`src/hw/isa_pkg.sv`:
```
/* Instruction set of the 16-bit accumulator processor: word types, opcodes and the
   memory word that is read either as an instruction or as data */
package isa_pkg;

    localparam int DATA_W = 16;
    localparam int ADDR_W = 8;

    typedef logic [DATA_W-1:0] word_t;
    typedef logic [ADDR_W-1:0] addr_t;

    // ------------------------------------------------------------------------
    // Instruction classes, top three opcode bits
    // ------------------------------------------------------------------------
    typedef enum logic [2:0] {
        CLASS_XFER  = 3'b000,  // Data transfer
        CLASS_ARITH = 3'b001,
        CLASS_CTRL  = 3'b010,
        CLASS_IO    = 3'b011   // OUT lives here
    } op_class_e;

    // ------------------------------------------------------------------------
    // Opcodes: class, one zero bit, 4-bit sub-opcode
    // ------------------------------------------------------------------------
    typedef enum logic [7:0] {
        LDA = {CLASS_XFER, 1'b0, 4'b0000},
        STA = {CLASS_XFER, 1'b0, 4'b0001},

        ADD = {CLASS_ARITH, 1'b0, 4'b0000},
        SUB = {CLASS_ARITH, 1'b0, 4'b0001},
        CLR = {CLASS_ARITH, 1'b0, 4'b1110},

        BUN = {CLASS_CTRL, 1'b0, 4'b0000},  // Unconditional jump
        JZ  = {CLASS_CTRL, 1'b0, 4'b0001},
        JN  = {CLASS_CTRL, 1'b0, 4'b0010},
        INC = {CLASS_CTRL, 1'b0, 4'b0100},
        DEC = {CLASS_CTRL, 1'b0, 4'b0101},
        HLT = {CLASS_CTRL, 1'b0, 4'b1111},

        OUT = {CLASS_IO, 1'b0, 4'b0101}
    } opcode_e;

    // Single-word instruction, operand address in the low byte
    typedef struct packed {
        opcode_e opcode;
        addr_t   addr;
    } instr_t;

    // Same memory word seen as an instruction (IR) or as an operand (DR)
    typedef union packed {
        instr_t instr;
        word_t  data;
    } mem_word_u;

endpackage

```
`src/hw/ctrl_pkg.sv`:
```
/* Microarchitecture encodings shared by the control unit and the datapath */
package ctrl_pkg;

    // Fetch, decode, up to four execute steps, halt
    typedef enum logic [3:0] {
        FETCH_0,
        FETCH_1,
        FETCH_2,
        DECODE,
        EXEC_0,
        EXEC_1,
        EXEC_2,
        EXEC_3,
        HALT
    } state_e;

    // ------------------------------------------------------------------------
    // Internal bus source
    // ------------------------------------------------------------------------
    typedef enum logic [1:0] {
        BUS_IR_ADDR = 2'b00,  // Operand address field, zero extended
        BUS_AC      = 2'b01,
        BUS_MEM     = 2'b10,
        BUS_PC      = 2'b11
    } bus_src_e;

    // ALU operation, result goes to AC
    typedef enum logic [2:0] {
        ALU_PASS = 3'b000,  // AC <= DR
        ALU_ADD  = 3'b001,
        ALU_SUB  = 3'b010,
        ALU_INC  = 3'b011,
        ALU_DEC  = 3'b100,
        ALU_CLR  = 3'b101
    } alu_op_e;

endpackage

```
`src/hw/cpu_if.sv`:
```
/* Control lines between control unit and datapath, and the processor side
   of the memory; the control unit only drives the write enable */
`timescale 1ns/1ps

interface ctrl_if;

    logic               ar_load;
    logic               pc_load;
    logic               pc_inc;
    logic               ir_load;
    logic               dr_load;
    logic               ac_load;
    ctrl_pkg::bus_src_e bus_src;
    ctrl_pkg::alu_op_e  alu_op;

    // Status back to the control unit
    isa_pkg::opcode_e   opcode;
    logic               ac_zero;
    logic               ac_neg;

    modport cu (
        output ar_load, pc_load, pc_inc, ir_load, dr_load, ac_load, bus_src, alu_op,
        input  opcode, ac_zero, ac_neg
    );

    modport dp (
        input  ar_load, pc_load, pc_inc, ir_load, dr_load, ac_load, bus_src, alu_op,
        output opcode, ac_zero, ac_neg
    );

endinterface

interface mem_if;

    isa_pkg::addr_t addr;   // From AR
    isa_pkg::word_t wdata;  // From AC
    logic           write;
    isa_pkg::word_t rdata;  // Registered, one cycle after addr

    modport cpu (output addr, wdata, input rdata);
    modport mem (input addr, wdata, write, output rdata);
    modport ctl (output write);

endinterface

```
`src/hw/control_unit.sv`:
```
/* Fetch, decode and execute FSM; one execute sequence per opcode, decoded
   from IR, drives the datapath loads, bus select, ALU op and memory write */
`timescale 1ns/1ps

module control_unit (
    input  logic     clk,
    input  logic     rst,
    input  logic     run,
    ctrl_if.cu       ctrl,
    mem_if.ctl       mem,
    output logic     out_valid,
    output logic     halted
);

    ctrl_pkg::state_e state;
    ctrl_pkg::state_e next_state;
    logic             mem_op;   // Opcode needs an operand access
    logic             take_jump;

    assign mem_op = ctrl.opcode inside {isa_pkg::LDA, isa_pkg::STA,
                                        isa_pkg::ADD, isa_pkg::SUB};

    always_comb begin
        case (ctrl.opcode)
            isa_pkg::BUN: take_jump = 1'b1;
            isa_pkg::JZ:  take_jump = ctrl.ac_zero;
            isa_pkg::JN:  take_jump = ctrl.ac_neg;
            default:      take_jump = 1'b0;
        endcase
    end

    always_ff @(posedge clk or posedge rst) begin
        if (rst) begin
            state <= ctrl_pkg::FETCH_0;
        end else begin
            state <= next_state;
        end
    end

    // ------------------------------------------------------------------------
    // Next state
    // ------------------------------------------------------------------------
    always_comb begin
        next_state = state;
        case (state)
            ctrl_pkg::FETCH_0: if (run) next_state = ctrl_pkg::FETCH_1;
            ctrl_pkg::FETCH_1: next_state = ctrl_pkg::FETCH_2;
            ctrl_pkg::FETCH_2: next_state = ctrl_pkg::DECODE;
            ctrl_pkg::DECODE: begin
                case (ctrl.opcode)
                    isa_pkg::LDA, isa_pkg::STA, isa_pkg::ADD, isa_pkg::SUB,
                    isa_pkg::CLR, isa_pkg::INC, isa_pkg::DEC, isa_pkg::BUN,
                    isa_pkg::JZ,  isa_pkg::JN,  isa_pkg::OUT:
                        next_state = ctrl_pkg::EXEC_0;
                    default:
                        next_state = ctrl_pkg::HALT;  // HLT and unknown codes
                endcase
            end
            ctrl_pkg::EXEC_0: next_state = mem_op ? ctrl_pkg::EXEC_1 : ctrl_pkg::FETCH_0;
            ctrl_pkg::EXEC_1: begin
                // STA is done after its write
                if (ctrl.opcode == isa_pkg::STA) next_state = ctrl_pkg::FETCH_0;
                else                             next_state = ctrl_pkg::EXEC_2;
            end
            ctrl_pkg::EXEC_2: next_state = ctrl_pkg::EXEC_3;
            ctrl_pkg::EXEC_3: next_state = ctrl_pkg::FETCH_0;
            ctrl_pkg::HALT:   next_state = ctrl_pkg::HALT;  // Left only by reset
            default:          next_state = ctrl_pkg::FETCH_0;
        endcase
    end

    // ------------------------------------------------------------------------
    // Control lines per state
    // ------------------------------------------------------------------------
    always_comb begin
        ctrl.ar_load = 1'b0;
        ctrl.pc_load = 1'b0;
        ctrl.pc_inc  = 1'b0;
        ctrl.ir_load = 1'b0;
        ctrl.dr_load = 1'b0;
        ctrl.ac_load = 1'b0;
        ctrl.bus_src = ctrl_pkg::BUS_PC;
        ctrl.alu_op  = ctrl_pkg::ALU_PASS;
        mem.write    = 1'b0;
        out_valid    = 1'b0;

        case (state)
            ctrl_pkg::FETCH_0: ctrl.ar_load = run;   // AR takes PC as fetch starts
            ctrl_pkg::FETCH_1: ctrl.pc_inc = 1'b1;   // Memory reads meanwhile
            ctrl_pkg::FETCH_2: begin
                ctrl.bus_src = ctrl_pkg::BUS_MEM;
                ctrl.ir_load = 1'b1;
            end
            ctrl_pkg::EXEC_0: begin
                ctrl.bus_src = ctrl_pkg::BUS_IR_ADDR;
                ctrl.ar_load = mem_op;
                ctrl.pc_load = take_jump;
                out_valid    = (ctrl.opcode == isa_pkg::OUT);
                case (ctrl.opcode)
                    isa_pkg::INC: ctrl.alu_op = ctrl_pkg::ALU_INC;
                    isa_pkg::DEC: ctrl.alu_op = ctrl_pkg::ALU_DEC;
                    isa_pkg::CLR: ctrl.alu_op = ctrl_pkg::ALU_CLR;
                    default:      ctrl.alu_op = ctrl_pkg::ALU_PASS;
                endcase
                ctrl.ac_load = ctrl.opcode inside {isa_pkg::INC, isa_pkg::DEC,
                                                   isa_pkg::CLR};
            end
            ctrl_pkg::EXEC_1: mem.write = (ctrl.opcode == isa_pkg::STA);
            ctrl_pkg::EXEC_2: begin
                ctrl.bus_src = ctrl_pkg::BUS_MEM;
                ctrl.dr_load = 1'b1;
            end
            ctrl_pkg::EXEC_3: begin
                ctrl.ac_load = 1'b1;
                if (ctrl.opcode == isa_pkg::ADD)      ctrl.alu_op = ctrl_pkg::ALU_ADD;
                else if (ctrl.opcode == isa_pkg::SUB) ctrl.alu_op = ctrl_pkg::ALU_SUB;
            end
            default: ;
        endcase
    end

    assign halted = (state == ctrl_pkg::HALT);

endmodule

```
`src/hw/datapath.sv`:
```
/* Processor registers, internal bus and ALU; follows the control lines from
   the control unit and returns the opcode and AC flags */
`timescale 1ns/1ps

module datapath (
    input  logic           clk,
    input  logic           rst,
    ctrl_if.dp             ctrl,
    mem_if.cpu             mem,
    output isa_pkg::word_t out_data
);

    isa_pkg::addr_t    ar;
    isa_pkg::addr_t    pc;
    isa_pkg::mem_word_u ir;   // Read as instruction
    isa_pkg::mem_word_u dr;   // Read as operand
    isa_pkg::word_t    ac;

    isa_pkg::word_t    bus;
    isa_pkg::word_t    alu_result;

    // ------------------------------------------------------------------------
    // Internal bus
    // ------------------------------------------------------------------------
    always_comb begin
        case (ctrl.bus_src)
            ctrl_pkg::BUS_PC:      bus = isa_pkg::word_t'(pc);
            ctrl_pkg::BUS_MEM:     bus = mem.rdata;
            ctrl_pkg::BUS_AC:      bus = ac;
            ctrl_pkg::BUS_IR_ADDR: bus = isa_pkg::word_t'(ir.instr.addr);
            default:               bus = '0;
        endcase
    end

    // ALU, one operand always AC
    always_comb begin
        case (ctrl.alu_op)
            ctrl_pkg::ALU_PASS: alu_result = dr.data;
            ctrl_pkg::ALU_ADD:  alu_result = ac + dr.data;  // Wraps mod 2^16
            ctrl_pkg::ALU_SUB:  alu_result = ac - dr.data;
            ctrl_pkg::ALU_INC:  alu_result = ac + isa_pkg::word_t'(1);
            ctrl_pkg::ALU_DEC:  alu_result = ac - isa_pkg::word_t'(1);
            ctrl_pkg::ALU_CLR:  alu_result = '0;
            default:            alu_result = ac;
        endcase
    end

    // ------------------------------------------------------------------------
    // Registers
    // ------------------------------------------------------------------------
    always_ff @(posedge clk or posedge rst) begin
        if (rst) begin
            pc <= '0;
            ac <= '0;
        end else begin
            if (ctrl.pc_load) begin
                pc <= bus[isa_pkg::ADDR_W-1:0];
            end else if (ctrl.pc_inc) begin
                pc <= pc + isa_pkg::addr_t'(1);
            end
            if (ctrl.ac_load) begin
                ac <= alu_result;
            end
        end
    end

    always_ff @(posedge clk) begin
        if (ctrl.ar_load) ar <= bus[isa_pkg::ADDR_W-1:0];
        if (ctrl.ir_load) ir <= bus;
        if (ctrl.dr_load) dr <= bus;
    end

    // Status and memory side
    assign ctrl.opcode  = ir.instr.opcode;
    assign ctrl.ac_zero = (ac == '0);
    assign ctrl.ac_neg  = ac[isa_pkg::DATA_W-1];

    assign mem.addr  = ar;
    assign mem.wdata = ac;
    assign out_data  = ac;

endmodule

```
`src/hw/main_memory.sv`:
```
/* Word-addressed program and data memory with a registered read; the load
   port fills it before a run */
`timescale 1ns/1ps

module main_memory #(
    parameter int MEM_DEPTH = 256
) (
    input  logic           clk,
    mem_if.mem             mem,
    input  logic           load_en,
    input  isa_pkg::addr_t load_addr,
    input  isa_pkg::word_t load_data
);

    localparam int IDX_W = $clog2(MEM_DEPTH);

    isa_pkg::word_t   mem_array [MEM_DEPTH];
    logic [IDX_W-1:0] cpu_idx;
    logic [IDX_W-1:0] load_idx;

    // Addresses above the depth wrap
    assign cpu_idx  = mem.addr[IDX_W-1:0];
    assign load_idx = load_addr[IDX_W-1:0];

    always_ff @(posedge clk) begin
        if (load_en) begin
            mem_array[load_idx] <= load_data;  // Preload wins
        end else if (mem.write) begin
            mem_array[cpu_idx] <= mem.wdata;
        end
        mem.rdata <= mem_array[cpu_idx];
    end

endmodule

```
`src/hw/cpu_top.sv`:
```
/* Accumulator processor top level; memory is preloaded through the load port
   with run low, then run starts execution from address 0 */
`timescale 1ns/1ps

module cpu_top #(
    parameter int MEM_DEPTH = 256
) (
    input  logic           clk,
    input  logic           rst,
    input  logic           run,
    input  logic           load_en,
    input  isa_pkg::addr_t load_addr,
    input  isa_pkg::word_t load_data,
    output logic           out_valid,
    output isa_pkg::word_t out_data,
    output logic           halted
);

    ctrl_if ctrl_bus ();
    mem_if  mem_bus ();

    // ------------------------------------------------------------------------
    // Processor
    // ------------------------------------------------------------------------
    control_unit control_unit_inst (
        .clk       (clk),
        .rst       (rst),
        .run       (run),
        .ctrl      (ctrl_bus.cu),
        .mem       (mem_bus.ctl),
        .out_valid (out_valid),
        .halted    (halted)
    );

    datapath datapath_inst (
        .clk      (clk),
        .rst      (rst),
        .ctrl     (ctrl_bus.dp),
        .mem      (mem_bus.cpu),
        .out_data (out_data)
    );

    // Memory
    main_memory #(
        .MEM_DEPTH (MEM_DEPTH)
    ) main_memory_inst (
        .clk       (clk),
        .mem       (mem_bus.mem),
        .load_en   (load_en),
        .load_addr (load_addr),
        .load_data (load_data)
    );

endmodule

```
`config.mk`:
```
export PLATFORM = sky130hd
export DESIGN_NAME = cpu_top
export DESIGN_NICKNAME = d
export VERILOG_FILES = /design/src/hw/isa_pkg.sv /design/src/hw/ctrl_pkg.sv /design/src/hw/cpu_if.sv /design/src/hw/control_unit.sv /design/src/hw/datapath.sv /design/src/hw/main_memory.sv /design/src/hw/cpu_top.sv
export SDC_FILE = /design/constraint.sdc
export NUM_CORES = 2
export LEC_CHECK = 0
export BUFFER_PORTS_ARGS = -buffer_cell sky130_fd_sc_hd__buf_4
export CAP_MARGIN = 20
export CORE_MARGIN = 10
export CORE_UTILIZATION = 55
export DETAILED_ROUTE_END_ITERATION = 8
export PLACE_DENSITY_LB_ADDON = 0.1
export SYNTH_ARGS = -nofsm -noshare
export SYNTH_HDL_FRONTEND = slang
export SYNTH_SLANG_ARGS = --single-unit
```
`constraint.sdc`:
```
create_clock -name clk -period 26.4 [get_ports clk]
set_input_delay 1.32 -clock clk [delete_from_list [all_inputs] [get_ports clk]]
set_output_delay 1.32 -clock clk [all_outputs]
set_load 0.1 [all_outputs]
```
==> Word level (Yosys, flattened, before mapping) <==
Memories as Yosys holds them, arrays and structs flattened. A register that Yosys moved wholly into a read port is not among the register bits.
Index checks and enable logic that the tools add are counted.
{ "op_classes": {"eq_ne": 27, "reduce_logical": 13, "n_addsub": 5, "muxes": 31} }
{ "ops": {"columns": ["operator", "n"], "rows": [
  ["$pmux W16 S6", 1],
  ["$pmux W16 S4", 1],
  ["$eq A8 B7 Y1 const B", 6],
  ["$pmux W4 S8", 1],
  ["$eq A8 B6 Y1 const B", 3],
  ["$mux W8", 3],
  ["$add A16 B1 Y16 const B", 1],
  ["$add A16 B16 Y16", 1],
  ["$eq A4 B3 Y1 const B", 4],
  ["$logic_not A16 Y1", 1],
  ["$mux W16", 1],
  ["$reduce_or A16 Y1", 1],
  ["$sub A16 B1 Y16 const B", 1],
  ["$sub A16 B16 Y16", 1],
  ["$mux W1", 12],
  ["$reduce_or A11 Y1", 1],
  ["$mux W3", 3],
  ["$pmux W3 S3", 1],
  ["$add A8 B1 Y8 const B", 1],
  ["$eq A4 B2 Y1 const B", 2],
  ["$eq A8 B1 Y1 const B", 1],
  ["$logic_not A8 Y1", 1],
  ["$mux W4", 2],
  ["$eq A3 B2 Y1 const B", 2],
  ["21 further kinds", 24]
]} }
{ "totals": {"mem_bits_rw": 4096, "in_bits": 28, "elab_cells": 83, "register_bits": 68, "mem_count": 1, "output_inout_bits": 18} }
{ "memory_table": {"columns": ["name", "depth", "word_bits", "read_ports", "rd_clocked_by_memory_dff", "write_ports", "line", "text"], "rows": [
  ["main_memory_inst.mem_array", 256, 16, 1, 1, 1, "main_memory.sv:17", "isa_pkg::word_t mem_array [MEM_DEPTH];"]
]} }

==> Logic depth before layout (Yosys ltp) <==
{ "logic_depth": {"ltp_word": 7, "mapped_depth": 16, "depth_no_buf": 15} }

==> Hierarchy <==
Synthesis repeated with hierarchy kept, for this count alone.
{ "unflattened": {"hier_cells": 7982, "hier_area_um2": 163743.3} }
{ "modules_own_cells": {"columns": ["module", "seq_area_each_um2", "area_per_inst_um2", "cells_each", "instances"], "rows": [
  ["main_memory", 123318.3, 159063.8, 7506, 1],
  ["datapath", 1801.7, 4177.8, 404, 1],
  ["control_unit", 100.1, 501.7, 72, 1]
]} }

==> Least setup slack after synthesis <==
OpenSTA, ideal clock, no wires.
{ "synth_path": {"path_type": "input port to flip-flop", "from": "in load_en", "to": "mem main_memory_inst.mem_array[0][0] in the netlist's numbering (data pin)", "path_slack_ns": 11.936, "t_arrival_ns": 12.273, "path_stages": 5, "required_ns": 24.209, "path_buffers": 2, "setup_ns": 2.191, "path_cell_list": "nor3_1 -> nand4b_2 -> buf_2 -> buf_1 -> o21ai_0"} }
{ "synth_via": {"elab_chain_len": 4} }
{ "synth_lines": {"columns": ["item", "line", "text"], "rows": [
  ["start: declaration", "cpu_top.sv:11", "input logic load_en,"],
  ["$mux W1", "main_memory.sv:26", "if (load_en) begin"],
  ["$mux W1 (implied by the code)", "main_memory.sv:29", "mem_array[cpu_idx] <= mem.wdata;"],
  ["$reduce_or A16 Y1 (no source line)", null, null],
  ["$mux W16 (no source line)", null, null],
  ["end: declaration", "main_memory.sv:17", null]
]} }
No other way between the ends.

==> reports/qor_table.md <==
| Quantity | Reported |
|---|---|
| Status | complete, no violations |
| Number of buffers inserted for hold repair after clock tree synthesis | 0 |
| Most frequent cells after synthesis | edfxtp_1, mux4_2, nor2_1 |
| Worst Path Required | 27220 ps |
| Drc violations | 0 |
| Antenna-violating nets left | 0 |
| Buffer count from post-CTS setup fixing | 0 |
| Worst max-slew margin expressed relative to the limit | 0.1819 |
| Largest net degree at the start of global routing | 174 |
| First-pass GRT wire length | 581400 um |
| Overall routed net length | 408100 um |
| Clock insertion delay at the later pin of the skew report | 970 ps |
| Async SR Flop Fraction | 0.006699 |
| Kind of launch point of the worst setup path | flip-flop |
| Number of library cell types mapped by synthesis | 69 |
| H-tree level count | 5 |
| Synth warnings | 0 |
| Die area | 314300 um2 |
| Final setup TNS | 0 ps |
| CP endpoint kind | flip-flop |
| Total CTS buffers | 417 |
| Skew final | 50.30 ps |
| Antenna violations before repair | 29 |
| CTS max path bufs | 4 |
| Detailed Place HPWL | 233400 um |
| Starting density of the core | 0.5527 |
| Share of the synthesized area in the top cell type | 0.7726 |
| Number of max-slew violations in the final report | 0 |
| Total gr overflow | 0 |
| WP data arrival | 8080 ps |
| Pre-antenna DRT Iters | 6 |
| Routed WL per cell | 35.43 um |
| Slowest CP cell | buf_4 |
| Final critical-path share of the clock period | 0.2749 |
| Achievable Freq | 137.8 MHz |
| Layout fillers | 19680 |
| Cell area after layout | 181400 um2 |
| Flip-flop and latch count after synthesis | 4180 |
| Count of flip-flops with a built-in enable after synthesis | 4136 |
| Number of global-route vias before repair | 75820 |
| Ports placed on the boundary | 46 |
| Most numerous cell in the Yosys netlist | edfxtp_1 |
| Area of the mapped netlist | 160700 um2 |
| TritonCTS clock tree | yes |
| Worst-path clk slew | 60 ps |
| Synth-to-Final Area Change | 12.87% |
| Leakage component of the power | 0.05641 uW |
| Category of cells accounting for the largest share of critical-path delay | buffers and inverters |
| Register area share after synthesis | 0.7790 |
| Horizontal extent of the die | 560.6 um |
| Reg-to-reg startpoint | datapath_inst.mem.addr[1] |
| Number of gates resized after cts | 0 |
| Iteration-0 DRC count of the detailed router | 9597 |
| Maximum ir drop on the vdd rail | 0.00007551 V |
| Cell taking the most area after synthesis | edfxtp_1 |
| CTS sink count | 4180 |
| Largest cells by area after synthesis | edfxtp_1, mux4_2, nor2_1 |
| Die outline height | 560.6 um |
| Most frequently used flop master after synthesis | edfxtp_1 |
| Share of cells above drive strength 1 | 0.3135 |
| CP cell instances | buf_4 -> buf_4 -> buf_4 -> buf_4 -> buf_4 -> buf_4 -> mux4_2 -> mux4_2 -> o22ai_1 -> or4_1 -> nor2_1 |
| Buffering stage count on the worst path with inverters included | 6 |
| Path depth of the worst reg2reg path | 11 |
| Kind of critical path | flip-flop to flip-flop |
| Met1 Resource Use GR | 0.3878 |
| Root buffer cell | clkbuf_16 |
| Layer with the highest usage | met2 |
| Pin slew with the least headroom to its limit | 1223 ps |
| GRT Overall Usage | 0.2572 |
| Routability Congestion | 0.8592 |
| Buffers on Ports | 45 |
| Placement-stage worst setup slack | 19180 ps |
| Final net count | 7300 |
| Vias per cell | 6.606 |
| Number of max-cap violations | 0 |
| Minimum clock period after layout | 7256 ps |
| Unrepaired setup endpoints after global routing | no |
| Total count of hold-check failures in the final report | 0 |
| End of the worst register-to-register path | main_memory_inst.mem.rdata[10] |
| Core Area | 290800 um2 |
| Placed Instance Area | 167900 um2 |
| Mean instance size in the synthesized netlist | 23.79 um2 |
| Final worst slack | 19140 ps |
| Crit-path max FO | 59 |
| Number of placement rows | 198 |
| Cell type with the highest occurrence count on the critical path | buf_4 |
| Syn Nets | 6803 |
| Setup violators final | 0 |
| Path category of the worst min-delay check | input pin to async pin |
| Vias after detailed routing | 76070 |
| Internal reg-to-reg setup slack | 19140 ps |
| PwrDens | 89.73 nW/um2 |
| Delay contributed by the slowest stage of the critical path | 870 ps |
| Met3 usage in global routing | 0.05255 |
| Gate Count Post-Synth | 6757 |
| Global routing met2 resource utilization | 0.3922 |
-- sequential cells by signal, indices dropped and copies added, names as in the netlist --
signal,count
control_unit_inst.state,4
datapath_inst.dr,16
datapath_inst.ir,16
datapath_inst.mem.addr,8
datapath_inst.mem.wdata,16
datapath_inst.pc,8
main_memory_inst.mem.rdata,16
main_memory_inst.mem_array,4096
-- cells by family after synthesis --
logic type	Yosys count	synth area share
xor gates and xnor gates	18	0.0009807
DFF	4180	0.7790
AOI/OAI and AO/OA	285	0.01172
adders and majority gates	18	0.001448
and+or+nand+nor	583	0.01642
buffers and inverters	381	0.01083
muxes	1292	0.1796
-- layout by cell type, fill, tap and decap left out, drive strengths merged, types with 19 or more instances in the layout --
cell | Yosys | routed
a21oi | 33 | 33
a22oi | 24 | 24
buf | 220 | 439
bufinv | 0 | 33
clkbuf | 141 | 512
clkinv | 0 | 189
dfrtp | 28 | 28
edfxtp | 4136 | 4136
inv | 20 | 34
mux2 | 19 | 19
mux4 | 1272 | 1272
nand2 | 88 | 88
nand3 | 24 | 24
nor2 | 337 | 337
o21ai | 33 | 33
o22ai | 127 | 127
or4 | 33 | 33
-- worst max path at each step --
stage / endpoint / slack [ps] / start / cells past startpoint
5_1_grt: main_memory_inst.mem.rdata[10] / 19010 / datapath_inst.mem.addr[1] / 11
3_3_place_gp: main_memory_inst.mem.rdata[10] / 19120 / datapath_inst.mem.addr[1] / 11
3_5_place_dp: main_memory_inst.mem.rdata[10] / 19180 / datapath_inst.mem.addr[1] / 11
4_1_cts: main_memory_inst.mem.rdata[10] / 19180 / datapath_inst.mem.addr[1] / 11
2_1_floorplan: main_memory_inst.mem_array[0][0] / 11940 / load_en / 5
6_report: main_memory_inst.mem.rdata[10] / 19140 / datapath_inst.mem.addr[1] / 11
-- layer usage --
layer / wire length (um) / vias up / share of wire
met5: 43 / - / 0.00011
met4: 11760 / 6 / 0.029
met3: 38920 / 608 / 0.095
met2: 192000 / 3720 / 0.47
met1: 165300 / 41590 / 0.41
li1: - / 30150 / -
-- worst register-to-register path, cell delays in order, from the launching register on --
cell and delay, ps:
edfxtp_1 350, buf_4 580, buf_4 780, buf_4 880, buf_4 660, buf_4 860, buf_4 940, mux4_2 480
mux4_2 480, o22ai_1 540, or4_1 460, nor2_1 120
-- cell type report --
class                           count  area, um2  share of cell area
Clock buffer                      512      10880             0.05994
Clock inverter                    252       2385             0.01314
Multi-Input combinational cell   2196      34230              0.1887
Sequential cell                  4180     125200              0.6901
Tap cell                         3900       4880             0.02689
Timing Repair Buffer              439       3734             0.02058
Inverter                           20      75.07           0.0004138
Antenna cell                       17      42.54           0.0002345
-- per-stage QoR --
step,instances,total power [uW],hold slack [ps],util
floorplan,6757,9681,498.0,-
global placement,10700,10650,532.1,0.5762
detailed placement,10720,10670,542.3,0.5773
CTS,11490,16380,429.5,0.6229
global route,11500,16790,477.3,0.6237
finish,11520,16280,482.5,0.6238
-- power by group --
group	leakage [uW]	internal [uW]	switching, uW
Combinational	0.0123	1370	1690
Clock	0.00643	3260	2510
Sequential	0.0377	7360	97.8
Power figures use the tool's default switching activity.
